### src/hdl/lidar_cfg_pkg.sv
package lidar_cfg_pkg;

	localparam int CFG_ADDR_W = 4;
	localparam int CFG_DATA_W = 16;

	localparam logic [CFG_ADDR_W-1:0] CFG_ADDR_MODE      = 4'd0;
	localparam logic [CFG_ADDR_W-1:0] CFG_ADDR_PWM_DUTY  = 4'd1;
	localparam logic [CFG_ADDR_W-1:0] CFG_ADDR_STOP_WIN  = 4'd2;
	localparam logic [CFG_ADDR_W-1:0] CFG_ADDR_ANGLE_OFS = 4'd3;

	// mode word, written whole by the host and read bit by bit by the control blocks
	typedef union packed {
		logic [CFG_DATA_W-1:0] raw;
		struct packed {
			logic [12:0] reserved;
			logic        free_run;	// fire before motor lock
			logic        laser_en;
			logic        motor_en;
		} fields;
	} cfg_mode_u;

	localparam cfg_mode_u CFG_MODE_RESET = 16'h0000;

endpackage

### src/hdl/lidar_scan_pkg.sv
package lidar_scan_pkg;

	localparam int ANGLE_W  = 12;	// angle index
	localparam int DIST_W   = 16;	// distance in clock cycles
	localparam int PERIOD_W = 20;	// tooth period counter
	localparam int DROP_W   = 8;	// dropped point counter

	localparam logic [DIST_W-1:0] DIST_NO_ECHO = {DIST_W{1'b1}};

endpackage

### src/hdl/config_regs.sv
module config_regs
	import lidar_cfg_pkg::*;
	import lidar_scan_pkg::*;
(
	input  logic                  w_pll_50m,
	input  logic                  i_reset,

	input  logic                  i_cfg_wr,
	input  logic [CFG_ADDR_W-1:0] i_cfg_addr,
	input  logic [CFG_DATA_W-1:0] i_cfg_data,

	output cfg_mode_u             o_mode,
	output logic [15:0]           o_pwm_duty,
	output logic [15:0]           o_stop_win,
	output logic [ANGLE_W-1:0]    o_angle_ofs
);

	always_ff @(posedge w_pll_50m) begin
		if (i_reset) begin
			o_mode      <= CFG_MODE_RESET;
			o_pwm_duty  <= '0;
			o_stop_win  <= '0;
			o_angle_ofs <= '0;
		end else if (i_cfg_wr) begin
			case (i_cfg_addr)
				CFG_ADDR_MODE:      o_mode.raw  <= i_cfg_data;
				CFG_ADDR_PWM_DUTY:  o_pwm_duty  <= i_cfg_data;
				CFG_ADDR_STOP_WIN:  o_stop_win  <= i_cfg_data;
				CFG_ADDR_ANGLE_OFS: o_angle_ofs <= i_cfg_data[ANGLE_W-1:0];
				default: ;	// unmapped, dropped
			endcase
		end
	end

	// host only addresses the four mapped registers
	a_cfg_addr: assert property (@(posedge w_pll_50m) disable iff (i_reset)
		i_cfg_wr |-> (i_cfg_addr <= CFG_ADDR_ANGLE_OFS));

endmodule

### src/hdl/laser_control.sv
module laser_control
	import lidar_cfg_pkg::*;
#(
	parameter int LASER_W = 3
)(
	input  logic        w_pll_50m,
	input  logic        i_reset,

	input  logic        i_angle_sync,
	input  logic        i_motor_state,
	input  cfg_mode_u   i_mode,
	input  logic [15:0] i_stop_win,

	output logic        o_laser_str,
	output logic        o_disable_tdc,
	output logic        o_fire
);

	localparam int STR_W = $clog2(LASER_W + 1);

	logic             w_allow;
	logic             w_start;
	logic [STR_W-1:0] r_str_cnt;
	logic [15:0]      r_win_cnt;

	assign w_allow = i_mode.fields.laser_en && (i_motor_state || i_mode.fields.free_run);
	assign w_start = i_angle_sync && w_allow && o_disable_tdc && !o_laser_str &&
		(i_stop_win != '0);

	always_ff @(posedge w_pll_50m) begin
		if (i_reset) begin
			o_fire        <= 1'b0;
			o_laser_str   <= 1'b0;
			r_str_cnt     <= '0;
			o_disable_tdc <= 1'b1;
			r_win_cnt     <= '0;
		end else begin
			o_fire <= w_start;
			if (w_start) begin
				o_laser_str <= 1'b1;
				r_str_cnt   <= STR_W'(LASER_W - 1);
			end else if (r_str_cnt != '0) begin
				r_str_cnt <= r_str_cnt - 1'b1;
			end else begin
				o_laser_str <= 1'b0;
			end
			if (w_start) begin
				o_disable_tdc <= 1'b0;	// stop window opens with the strobe
				r_win_cnt     <= i_stop_win - 1'b1;
			end else if (r_win_cnt != '0) begin
				r_win_cnt <= r_win_cnt - 1'b1;
			end else begin
				o_disable_tdc <= 1'b1;
			end
		end
	end

	a_fire_closed: assert property (@(posedge w_pll_50m) disable iff (i_reset)
		o_fire |-> $past(o_disable_tdc));

endmodule

### src/hdl/lidar_scan_top.sv
module lidar_scan_top
	import lidar_cfg_pkg::*;
	import lidar_scan_pkg::*;
#(
	parameter int N_TEETH     = 16,
	parameter int RESO_LOG2   = 2,
	parameter int PWM_PERIOD  = 100,
	parameter int LASER_W     = 3,
	parameter int LOCK_REVS   = 2,
	parameter int QUEUE_DEPTH = 4
)(
	input  logic                  w_pll_50m,
	input  logic                  i_reset,

	input  logic                  i_opto_switch,
	input  logic                  i_echo,

	input  logic                  i_cfg_wr,
	input  logic [CFG_ADDR_W-1:0] i_cfg_addr,
	input  logic [CFG_DATA_W-1:0] i_cfg_data,

	output logic                  o_motor_pwm,
	output logic                  o_laser_str,
	output logic                  o_disable_tdc,
	output logic                  o_zero_sign,
	output logic                  o_motor_state,

	input  logic                  i_point_ready,
	output logic                  o_point_valid,
	output logic [ANGLE_W-1:0]    o_point_angle,
	output logic [DIST_W-1:0]     o_point_dist,
	output logic [DROP_W-1:0]     o_drop_cnt
);

	cfg_mode_u          w_mode;
	logic [15:0]        w_pwm_duty;
	logic [15:0]        w_stop_win;
	logic [ANGLE_W-1:0] w_angle_ofs;
	logic               w_angle_sync;
	logic [ANGLE_W-1:0] w_angle_idx;
	logic               w_fire;

	config_regs config_regs_inst (
		.w_pll_50m     (w_pll_50m),
		.i_reset       (i_reset),
		.i_cfg_wr      (i_cfg_wr),
		.i_cfg_addr    (i_cfg_addr),
		.i_cfg_data    (i_cfg_data),
		.o_mode        (w_mode),
		.o_pwm_duty    (w_pwm_duty),
		.o_stop_win    (w_stop_win),
		.o_angle_ofs   (w_angle_ofs)
	);

	rotate_control #(
		.N_TEETH       (N_TEETH),
		.RESO_LOG2     (RESO_LOG2),
		.PWM_PERIOD    (PWM_PERIOD),
		.LOCK_REVS     (LOCK_REVS)
	) rotate_control_inst (
		.w_pll_50m     (w_pll_50m),
		.i_reset       (i_reset),
		.i_opto_switch (i_opto_switch),
		.i_mode        (w_mode),
		.i_pwm_duty    (w_pwm_duty),
		.o_motor_pwm   (o_motor_pwm),
		.o_zero_sign   (o_zero_sign),
		.o_motor_state (o_motor_state),
		.o_angle_sync  (w_angle_sync),
		.o_angle_idx   (w_angle_idx)
	);

	laser_control #(
		.LASER_W       (LASER_W)
	) laser_control_inst (
		.w_pll_50m     (w_pll_50m),
		.i_reset       (i_reset),
		.i_angle_sync  (w_angle_sync),
		.i_motor_state (o_motor_state),
		.i_mode        (w_mode),
		.i_stop_win    (w_stop_win),
		.o_laser_str   (o_laser_str),
		.o_disable_tdc (o_disable_tdc),
		.o_fire        (w_fire)
	);

	point_packer #(
		.N_TEETH       (N_TEETH),
		.RESO_LOG2     (RESO_LOG2),
		.QUEUE_DEPTH   (QUEUE_DEPTH)
	) point_packer_inst (
		.w_pll_50m     (w_pll_50m),
		.i_reset       (i_reset),
		.i_fire        (w_fire),
		.i_angle_idx   (w_angle_idx),
		.i_angle_ofs   (w_angle_ofs),
		.i_disable_tdc (o_disable_tdc),
		.i_echo        (i_echo),
		.i_point_ready (i_point_ready),
		.o_point_valid (o_point_valid),
		.o_point_angle (o_point_angle),
		.o_point_dist  (o_point_dist),
		.o_drop_cnt    (o_drop_cnt)
	);

endmodule

### src/hdl/point_packer.sv
module point_packer
	import lidar_scan_pkg::*;
#(
	parameter int N_TEETH     = 16,
	parameter int RESO_LOG2   = 2,
	parameter int QUEUE_DEPTH = 4
)(
	input  logic               w_pll_50m,
	input  logic               i_reset,

	input  logic               i_fire,
	input  logic [ANGLE_W-1:0] i_angle_idx,
	input  logic [ANGLE_W-1:0] i_angle_ofs,
	input  logic               i_disable_tdc,
	input  logic               i_echo,
	input  logic               i_point_ready,

	output logic               o_point_valid,
	output logic [ANGLE_W-1:0] o_point_angle,
	output logic [DIST_W-1:0]  o_point_dist,
	output logic [DROP_W-1:0]  o_drop_cnt
);

	localparam int STEPS_REV = N_TEETH << RESO_LOG2;
	localparam int PTR_W     = $clog2(QUEUE_DEPTH);
	localparam int CNT_W     = $clog2(QUEUE_DEPTH + 1);

	logic               r_busy;
	logic [DIST_W-1:0]  r_dist_cnt;
	logic [DIST_W-1:0]  w_dist_k;
	logic               w_echo_hit;
	logic               w_no_echo;
	logic [ANGLE_W:0]   w_angle_sum;
	logic [ANGLE_W-1:0] w_angle_wrap;
	logic [ANGLE_W-1:0] r_angle;
	logic               r_done;
	logic [ANGLE_W-1:0] r_pt_angle;
	logic [DIST_W-1:0]  r_pt_dist;
	logic [ANGLE_W-1:0] r_q_angle [QUEUE_DEPTH];
	logic [DIST_W-1:0]  r_q_dist [QUEUE_DEPTH];
	logic [PTR_W-1:0]   r_wr_ptr;
	logic [PTR_W-1:0]   r_rd_ptr;
	logic [CNT_W-1:0]   r_count;
	logic               w_full;
	logic               w_push;
	logic               w_pop;

	function automatic logic [PTR_W-1:0] ptr_next(input logic [PTR_W-1:0] ptr);
		return (ptr == PTR_W'(QUEUE_DEPTH - 1)) ? '0 : ptr + 1'b1;
	endfunction

	// offset is below one revolution, so one subtract wraps it
	assign w_angle_sum  = {1'b0, i_angle_idx} + {1'b0, i_angle_ofs};
	assign w_angle_wrap = (w_angle_sum >= STEPS_REV) ? ANGLE_W'(w_angle_sum - STEPS_REV) :
		w_angle_sum[ANGLE_W-1:0];

	assign w_dist_k   = i_fire ? DIST_W'(1) : r_dist_cnt + 1'b1;	// k of this edge
	assign w_echo_hit = (i_fire || r_busy) && !i_disable_tdc && i_echo;
	assign w_no_echo  = r_busy && !i_fire && i_disable_tdc;

	always_ff @(posedge w_pll_50m) begin
		if (i_reset) begin
			r_busy     <= 1'b0;
			r_dist_cnt <= '0;
			r_done     <= 1'b0;
		end else begin
			r_done <= w_echo_hit || w_no_echo;
			if (w_echo_hit || w_no_echo)
				r_busy <= 1'b0;
			else if (i_fire)
				r_busy <= 1'b1;
			if (i_fire || r_busy)
				r_dist_cnt <= w_dist_k;
		end
	end

	always_ff @(posedge w_pll_50m) begin
		if (i_fire)
			r_angle <= w_angle_wrap;
		if (w_echo_hit || w_no_echo) begin
			r_pt_angle <= i_fire ? w_angle_wrap : r_angle;
			r_pt_dist  <= w_echo_hit ? w_dist_k : DIST_NO_ECHO;
		end
	end

	assign w_full = (r_count == CNT_W'(QUEUE_DEPTH));
	assign w_push = r_done && !w_full;
	assign w_pop  = o_point_valid && i_point_ready;

	always_ff @(posedge w_pll_50m) begin
		if (i_reset) begin
			r_wr_ptr   <= '0;
			r_rd_ptr   <= '0;
			r_count    <= '0;
			o_drop_cnt <= '0;
		end else begin
			if (w_push)
				r_wr_ptr <= ptr_next(r_wr_ptr);
			if (w_pop)
				r_rd_ptr <= ptr_next(r_rd_ptr);
			case ({w_push, w_pop})
				2'b10:   r_count <= r_count + 1'b1;
				2'b01:   r_count <= r_count - 1'b1;
				default: ;
			endcase
			if (r_done && w_full && (o_drop_cnt != '1))
				o_drop_cnt <= o_drop_cnt + 1'b1;	// saturating
		end
	end

	always_ff @(posedge w_pll_50m) begin
		if (w_push) begin
			r_q_angle[r_wr_ptr] <= r_pt_angle;
			r_q_dist[r_wr_ptr]  <= r_pt_dist;
		end
	end

	assign o_point_valid = (r_count != '0);
	assign o_point_angle = r_q_angle[r_rd_ptr];
	assign o_point_dist  = r_q_dist[r_rd_ptr];

	a_occupancy: assert property (@(posedge w_pll_50m) disable iff (i_reset)
		r_count <= CNT_W'(QUEUE_DEPTH));

	a_hold: assert property (@(posedge w_pll_50m) disable iff (i_reset)
		o_point_valid && !i_point_ready |=>
			o_point_valid && $stable(o_point_angle) && $stable(o_point_dist));

endmodule

### src/hdl/rotate_control.sv
module rotate_control
	import lidar_cfg_pkg::*;
	import lidar_scan_pkg::*;
#(
	parameter int N_TEETH    = 16,
	parameter int RESO_LOG2  = 2,
	parameter int PWM_PERIOD = 100,
	parameter int LOCK_REVS  = 2
)(
	input  logic               w_pll_50m,
	input  logic               i_reset,

	input  logic               i_opto_switch,
	input  cfg_mode_u          i_mode,
	input  logic [15:0]        i_pwm_duty,

	output logic               o_motor_pwm,
	output logic               o_zero_sign,
	output logic               o_motor_state,
	output logic               o_angle_sync,
	output logic [ANGLE_W-1:0] o_angle_idx
);

	localparam int STEPS   = 1 << RESO_LOG2;
	localparam int TOOTH_W = ANGLE_W - RESO_LOG2;
	localparam int FALL_W  = $clog2(N_TEETH + 1);
	localparam int CLEAN_W = $clog2(LOCK_REVS + 1);
	localparam int PWM_W   = $clog2(PWM_PERIOD);

	logic [2:0]          r_opto_sync;
	logic                w_opto_fall;
	logic [PERIOD_W-1:0] r_period_cnt;
	logic [PERIOD_W-1:0] r_last_period;
	logic [PERIOD_W:0]   w_gap_limit;
	logic                w_zero_gap;
	logic [PERIOD_W-1:0] w_period_next;
	logic [PERIOD_W-1:0] w_step_len;
	logic [TOOTH_W-1:0]  r_tooth;
	logic [TOOTH_W-1:0]  w_tooth_next;
	logic [FALL_W-1:0]   r_rev_falls;
	logic [CLEAN_W-1:0]  r_clean_revs;
	logic [PERIOD_W-1:0] r_step_timer;
	logic [RESO_LOG2:0]  r_step_num;
	logic                w_step_fire;
	logic [PWM_W-1:0]    r_pwm_cnt;

	assign w_opto_fall   = r_opto_sync[2] & ~r_opto_sync[1];
	assign w_gap_limit   = {1'b0, r_last_period} + {2'b00, r_last_period[PERIOD_W-1:1]};
	assign w_zero_gap    = (r_last_period != '0) && ({1'b0, r_period_cnt} > w_gap_limit);
	assign w_period_next = w_zero_gap ? r_last_period : r_period_cnt;	// gap keeps tooth timing
	assign w_step_len    = w_period_next >> RESO_LOG2;
	assign w_tooth_next  = w_zero_gap ? '0 : r_tooth + 1'b1;
	assign w_step_fire   = !w_opto_fall && (r_step_num != '0) && (r_step_num < STEPS) &&
		(r_step_timer == PERIOD_W'(1));

	always_ff @(posedge w_pll_50m) begin
		if (i_reset) begin
			r_opto_sync   <= '0;
			r_period_cnt  <= '0;
			r_last_period <= '0;
		end else begin
			r_opto_sync <= {r_opto_sync[1:0], i_opto_switch};
			if (w_opto_fall) begin
				r_period_cnt  <= PERIOD_W'(1);
				r_last_period <= w_period_next;
			end else if (r_period_cnt != '1) begin
				r_period_cnt <= r_period_cnt + 1'b1;	// saturates when stalled
			end
		end
	end

	// zero mark, tooth count and lock over whole revolutions
	always_ff @(posedge w_pll_50m) begin
		if (i_reset) begin
			o_zero_sign   <= 1'b0;
			r_tooth       <= '0;
			r_rev_falls   <= '0;
			r_clean_revs  <= '0;
			o_motor_state <= 1'b0;
		end else begin
			o_zero_sign <= w_opto_fall && w_zero_gap;
			if (w_opto_fall) begin
				r_tooth <= w_tooth_next;
				if (w_zero_gap) begin
					r_rev_falls <= '0;
					if (r_rev_falls == FALL_W'(N_TEETH - 1)) begin
						if (r_clean_revs != CLEAN_W'(LOCK_REVS))
							r_clean_revs <= r_clean_revs + 1'b1;
						if (r_clean_revs >= CLEAN_W'(LOCK_REVS - 1))
							o_motor_state <= 1'b1;
					end else begin
						r_clean_revs  <= '0;
						o_motor_state <= 1'b0;
					end
				end else if (r_rev_falls >= FALL_W'(N_TEETH - 1)) begin
					r_rev_falls   <= FALL_W'(N_TEETH);	// too many slots, hold as bad
					r_clean_revs  <= '0;
					o_motor_state <= 1'b0;
				end else begin
					r_rev_falls <= r_rev_falls + 1'b1;
				end
			end
		end
	end

	always_ff @(posedge w_pll_50m) begin
		if (i_reset) begin
			o_angle_sync <= 1'b0;
			o_angle_idx  <= '0;
			r_step_num   <= '0;
			r_step_timer <= '0;
		end else begin
			o_angle_sync <= w_opto_fall || w_step_fire;
			if (w_opto_fall) begin
				o_angle_idx  <= {w_tooth_next, {RESO_LOG2{1'b0}}};
				r_step_num   <= {{RESO_LOG2{1'b0}}, 1'b1};
				r_step_timer <= w_step_len;
			end else if (w_step_fire) begin
				o_angle_idx  <= {r_tooth, r_step_num[RESO_LOG2-1:0]};
				r_step_num   <= r_step_num + 1'b1;
				r_step_timer <= r_last_period >> RESO_LOG2;
			end else if (r_step_timer != '0) begin
				r_step_timer <= r_step_timer - 1'b1;
			end
		end
	end

	always_ff @(posedge w_pll_50m) begin
		if (i_reset || !i_mode.fields.motor_en) begin
			r_pwm_cnt   <= '0;
			o_motor_pwm <= 1'b0;
		end else begin
			r_pwm_cnt   <= (r_pwm_cnt == PWM_W'(PWM_PERIOD - 1)) ? '0 : r_pwm_cnt + 1'b1;
			o_motor_pwm <= 16'(r_pwm_cnt) < i_pwm_duty;
		end
	end

	// step field only returns to zero at a new tooth
	a_step_range: assert property (@(posedge w_pll_50m) disable iff (i_reset)
		o_angle_sync |-> $past(w_opto_fall) || (o_angle_idx[RESO_LOG2-1:0] != '0));

	a_zero_once: assert property (@(posedge w_pll_50m) disable iff (i_reset)
		o_zero_sign |=> (!o_zero_sign until w_opto_fall));

endmodule
### config.mk
export PLATFORM = sky130hd
export DESIGN_NAME = lidar_scan_top
export DESIGN_NICKNAME = d
export VERILOG_FILES = /design/src/hdl/lidar_cfg_pkg.sv /design/src/hdl/lidar_scan_pkg.sv /design/src/hdl/config_regs.sv /design/src/hdl/laser_control.sv /design/src/hdl/lidar_scan_top.sv /design/src/hdl/point_packer.sv /design/src/hdl/rotate_control.sv
export SDC_FILE = /design/constraint.sdc
export NUM_CORES = 1
export LEC_CHECK = 0
export ABC_AREA = 1
export BUFFER_PORTS_ARGS = -buffer_cell sky130_fd_sc_hd__buf_2
export CORE_MARGIN = 4
export CORE_UTILIZATION = 69
export CTS_BUF_LIST = sky130_fd_sc_hd__clkbuf_2 sky130_fd_sc_hd__clkbuf_4 sky130_fd_sc_hd__clkbuf_8
export DETAILED_ROUTE_END_ITERATION = 16
export GPL_TIMING_DRIVEN = 0
export HOLD_SLACK_MARGIN = 0.15
export PLACE_DENSITY = 0.86
export RECOVER_POWER = 25
export SLEW_MARGIN = 20
export SYNTH_ARGS = -nofsm -noshare
export SYNTH_HDL_FRONTEND = slang
export SYNTH_SLANG_ARGS = --single-unit
### constraint.sdc
create_clock -name w_pll_50m -period 7.4 [get_ports w_pll_50m]
set_input_delay 0.37 -clock w_pll_50m [delete_from_list [all_inputs] [get_ports w_pll_50m]]
set_output_delay 0.37 -clock w_pll_50m [all_outputs]
set_load 0.01 [all_outputs]
==> flow_metrics.py <==
metrics = {
    "run_status": {
        "status": "completed",
    },
    "sta": {
        "finalSetupTns_ns": 0,
        "post-route-period-util_pct": 56.8,
        "maxClockFrequency_ghz": 0.238,
        "slew_headroom_pct": 32.2,
        "worst_clock_skew_ns": 0.0199,
        "final_setup_slack_of_the_worst_path_ns": 3.19,
        "setup_viol": 0,
        "timing.final.crit_period_ns": 4.21,
        "finalMaxSlewViolations": 0,
        "hold_violations": 0,
        "rsz0062_at_grt": "no",
        "max_slew.worst_pin.slew_ns": 1.01,
    },
    "synthesis": {
        "synth.ff_latch_count": 361,
        "post_synth_main_area_contributors": "sky130_fd_sc_hd__dfxtp_1 (25%), sky130_fd_sc_hd__edfxtp_1 (24%), sky130_fd_sc_hd__nand2_1 (7.4%)",
        "distinct_cell_type_count_of_the_synthesized_netlist": 53,
        "yosys_warnings": 0,
        "syn-mean-instance-area_um2": 8.32,
        "post_synth_inst_count": 2133,
        "proportion_of_netlist_area_held_by_the_largest_area_contributor_pct": 24.9,
        "synth.cells.most_frequent": "sky130_fd_sc_hd__nand2_1 (352), sky130_fd_sc_hd__inv_1 (278), sky130_fd_sc_hd__dfxtp_1 (221)",
        "post-synth-top-area-cell": "sky130_fd_sc_hd__dfxtp_1",
        "primary_flip_flop_cell_chosen_by_synthesis_mapping": "sky130_fd_sc_hd__dfxtp_1",
        "async_set_reset_flop_share_out_of_synthesis_pct": 0,
        "synth.most_common_cell": "sky130_fd_sc_hd__nand2_1",
        "seq_area_frac_synth_pct": 48.6,
        "synth.net_count": 2253,
        "number_of_enable_type_register_cells_in_the_synthesized_netlist": 140,
        "syn-cell-area_um2": 17800,
    },
    "cells_and_area": {
        "post_route_cells_drive_above_1_share_pct": 9.66,
        "finish.net_count": 2400,
        "fillCellCount": 1750,
        "syn_to_final_growth_pct": 12.3,
        "final_util_pct": 78.9,
        "num_antenna_cells": 0,
    },
    "critical_path": {
        "category_of_the_critical_setup_timing_path": "reg2reg",
        "cp.buffers_inverters": 5,
        "start_kind": "flop",
        "crit_path_end_kind": "flop",
        "critPathMaxStageDelay_ns": 0.41,
        "critical_path_peak_fanout": 10,
        "critPathArrivalTime_ns": 4.69,
        "critical_path_required_ns": 7.88,
        "worst_path_most_repeated_cell": "sky130_fd_sc_hd__nand2_1",
        "crit_path_top_delay_cell": "sky130_fd_sc_hd__dfxtp_1",
        "crit_family": "simple AND/OR/NAND/NOR gates",
    },
    "drt": {
        "ant_nets": 0,
        "detail_route.vias_per_cell": 5.79,
        "drt_first_iter_violations": 1714,
        "drc": 0,
        "detailed_route_via_count": 15300,
        "drt_wl_total_mm": 44.1,
        "drt_first_pass_iters": 6,
        "routedWlPerCell_um": 16.6,
    },
    "power": {
        "power_density_nw_per_um2": 239,
        "max-vdd-ir-drop_v": 0.000218,
        "report.power.total_uw": 4770,
        "static-leakage-power_uw": 0.00826,
    },
    "global_route": {
        "initial_antenna_violation_count": 0,
        "vias_in_the_first_global_route": 14900,
        "grt_use_total_pct": 30.8,
        "grt_start_max_net_pins": 30,
        "gr_ovfl_total": 0,
        "global_route_wire_length_before_repair_mm": 71.7,
    },
    "run": {
        "drv_cap": 0,
    },
    "clock_tree": {
        "ctsRootBufferMaster": "sky130_fd_sc_hd__clkbuf_8",
        "worst_setup_hold_path_clk_slew_ns": 0.06,
        "clock-sinks": 361,
        "insertion_delay_ns": 0.60,
        "cts-buffers-inserted": 56,
        "cts_tree": "done",
        "number_of_levels_the_h_tree_was_split_into": 2,
        "cts.path.max_buffers": 3,
    },
    "placement": {
        "dp.final_hpwl_mm": 31.5,
        "io_buffers": 67,
        "gp_routability_congestion": 0.941,
        "detailedPlace.worstSlack_ns": 3.30,
    },
    "floorplan": {
        "fp.coreArea_um2": 25300,
        "std_cell_rows": 58,
        "design.portCount": 68,
        "die_width_um": 168,
        "chipHeight_um": 168,
        "dieArea_um2": 28400,
        "floorplan.initialDensity_pct": 70.3,
    },
    "min_path": {
        "worst_hold_path_type": "in2reg",
    },
}
## per-layer routing
metal | part of all wire, % | global-route usage (%) | routed length (µm) | up-vias
li1 | - | - | - | 7435
met1 | 40 | 39.1 | 17900 | 7056
met4 | 3.7 | 12.2 | 1650 | 0
met5 | 0 | 0 | 0 | -
met2 | 48 | 53.2 | 21400 | 716
met3 | 7.3 | 4.77 | 3230 | 140
## final cells by class
cell class                      instances  area [µm²]  area share (%)
Multi-Input combinational cell       1413        7760            38.9
Buffer                                 69         305            1.53
Inverter                              290        1090            5.46
Clock inverter                         23         198           0.992
Clock buffer                           75         938            4.71
Timing Repair Buffer                   89         608            3.05
Tap cell                              330         413            2.07
Sequential cell                       361        8630            43.3
## worst min-delay path: stages
cell                      delay [ns]
sky130_fd_sc_hd__buf_2          0.16
sky130_fd_sc_hd__o21ai_0        0.11
sky130_fd_sc_hd__a21oi_1        0.11
## final timing paths
check	start	endpoint	slack [ns]	depth (start not counted)
max	rotate_control_inst.r_last_period[2]	rotate_control_inst.r_step_timer[4]	3.19	32
min reg2reg	rotate_control_inst.r_opto_sync[0]	rotate_control_inst.r_opto_sync[1]	0.41	2
max reg2reg	rotate_control_inst.r_last_period[2]	rotate_control_inst.r_step_timer[4]	3.19	32
min	i_cfg_data[1]	config_regs_inst.o_pwm_duty[1]	0.20	3
## sequential cells by signal, summed over array words and instances, names as in the netlist, 16 cells and up, named ones only
register,count
rotate_control_inst.r_last_period,20
laser_control_inst.r_win_cnt,16
config_regs_inst.o_pwm_duty,16
config_regs_inst.o_stop_win,16
point_packer_inst.r_dist_cnt,16
rotate_control_inst.r_period_cnt,20
point_packer_inst.r_q_dist,64
point_packer_inst.r_pt_dist,16
rotate_control_inst.r_step_timer,20
point_packer_inst.r_q_angle,48
## cell usage in the layout (no fill, tap or decap), types with 6 or more instances in the layout
master / n
sky130_fd_sc_hd__nand2_1: 352
sky130_fd_sc_hd__inv_1: 277
sky130_fd_sc_hd__dfxtp_1: 221
sky130_fd_sc_hd__nor2_1: 214
sky130_fd_sc_hd__o21ai_0: 181
sky130_fd_sc_hd__a21oi_1: 149
sky130_fd_sc_hd__edfxtp_1: 140
sky130_fd_sc_hd__nand3_1: 105
sky130_fd_sc_hd__ha_1: 91
sky130_fd_sc_hd__clkbuf_1: 67
sky130_fd_sc_hd__clkbuf_8: 60
sky130_fd_sc_hd__buf_2: 57
sky130_fd_sc_hd__nand4_1: 36
sky130_fd_sc_hd__xor2_1: 36
sky130_fd_sc_hd__nor3_1: 34
sky130_fd_sc_hd__o22ai_1: 32
sky130_fd_sc_hd__xnor2_1: 20
sky130_fd_sc_hd__dlygate4sd3_1: 18
sky130_fd_sc_hd__clkbuf_4: 15
sky130_fd_sc_hd__clkinv_1: 14
sky130_fd_sc_hd__or2_2: 14
sky130_fd_sc_hd__o21ai_1: 14
sky130_fd_sc_hd__a31oi_1: 13
sky130_fd_sc_hd__nor4_1: 13
sky130_fd_sc_hd__nand3b_1: 13
sky130_fd_sc_hd__inv_2: 10
sky130_fd_sc_hd__nand2_2: 10
sky130_fd_sc_hd__o21ai_2: 10
sky130_fd_sc_hd__nor2_4: 8
sky130_fd_sc_hd__a211oi_1: 7
sky130_fd_sc_hd__o21bai_1: 6
## per-stage QoR
stage                     hold WS (ns)  instance area (µm²)  instances
after floorplan                  0.388                17800       2133
after global placement           0.392                18500       2530
after detailed placement         0.397                18600       2534
after CTS                        0.151                20000       2650
after global routing             0.187                19900       2650
final                            0.199                19900       2650
## cells by family after synthesis
logic type,Yosys count,synth area share [%]
flip-flops,361,48.6
XOR/XNOR,56,2.76
AND/OR/NAND/NOR,825,20.5
buffers and inverters,359,7.85
AO/OA/AOI/OAI,438,13.6
adder cells (fa/ha/maj),94,6.75
## where the power goes
part	internal (µW)	total (µW)	switching, µW
Combinational	325	865	540
Clock	931	1700	766
Sequential	2140	2210	65.0
Total	3400	4770	1370
## timing repair
action	4_1_cts	5_1_grt
resized for setup	0	0
hold buffers	18	0
hold endpoints to repair	41	0
buffers inserted	0	0
No activity file was read; power rests on OpenSTA's default activity.
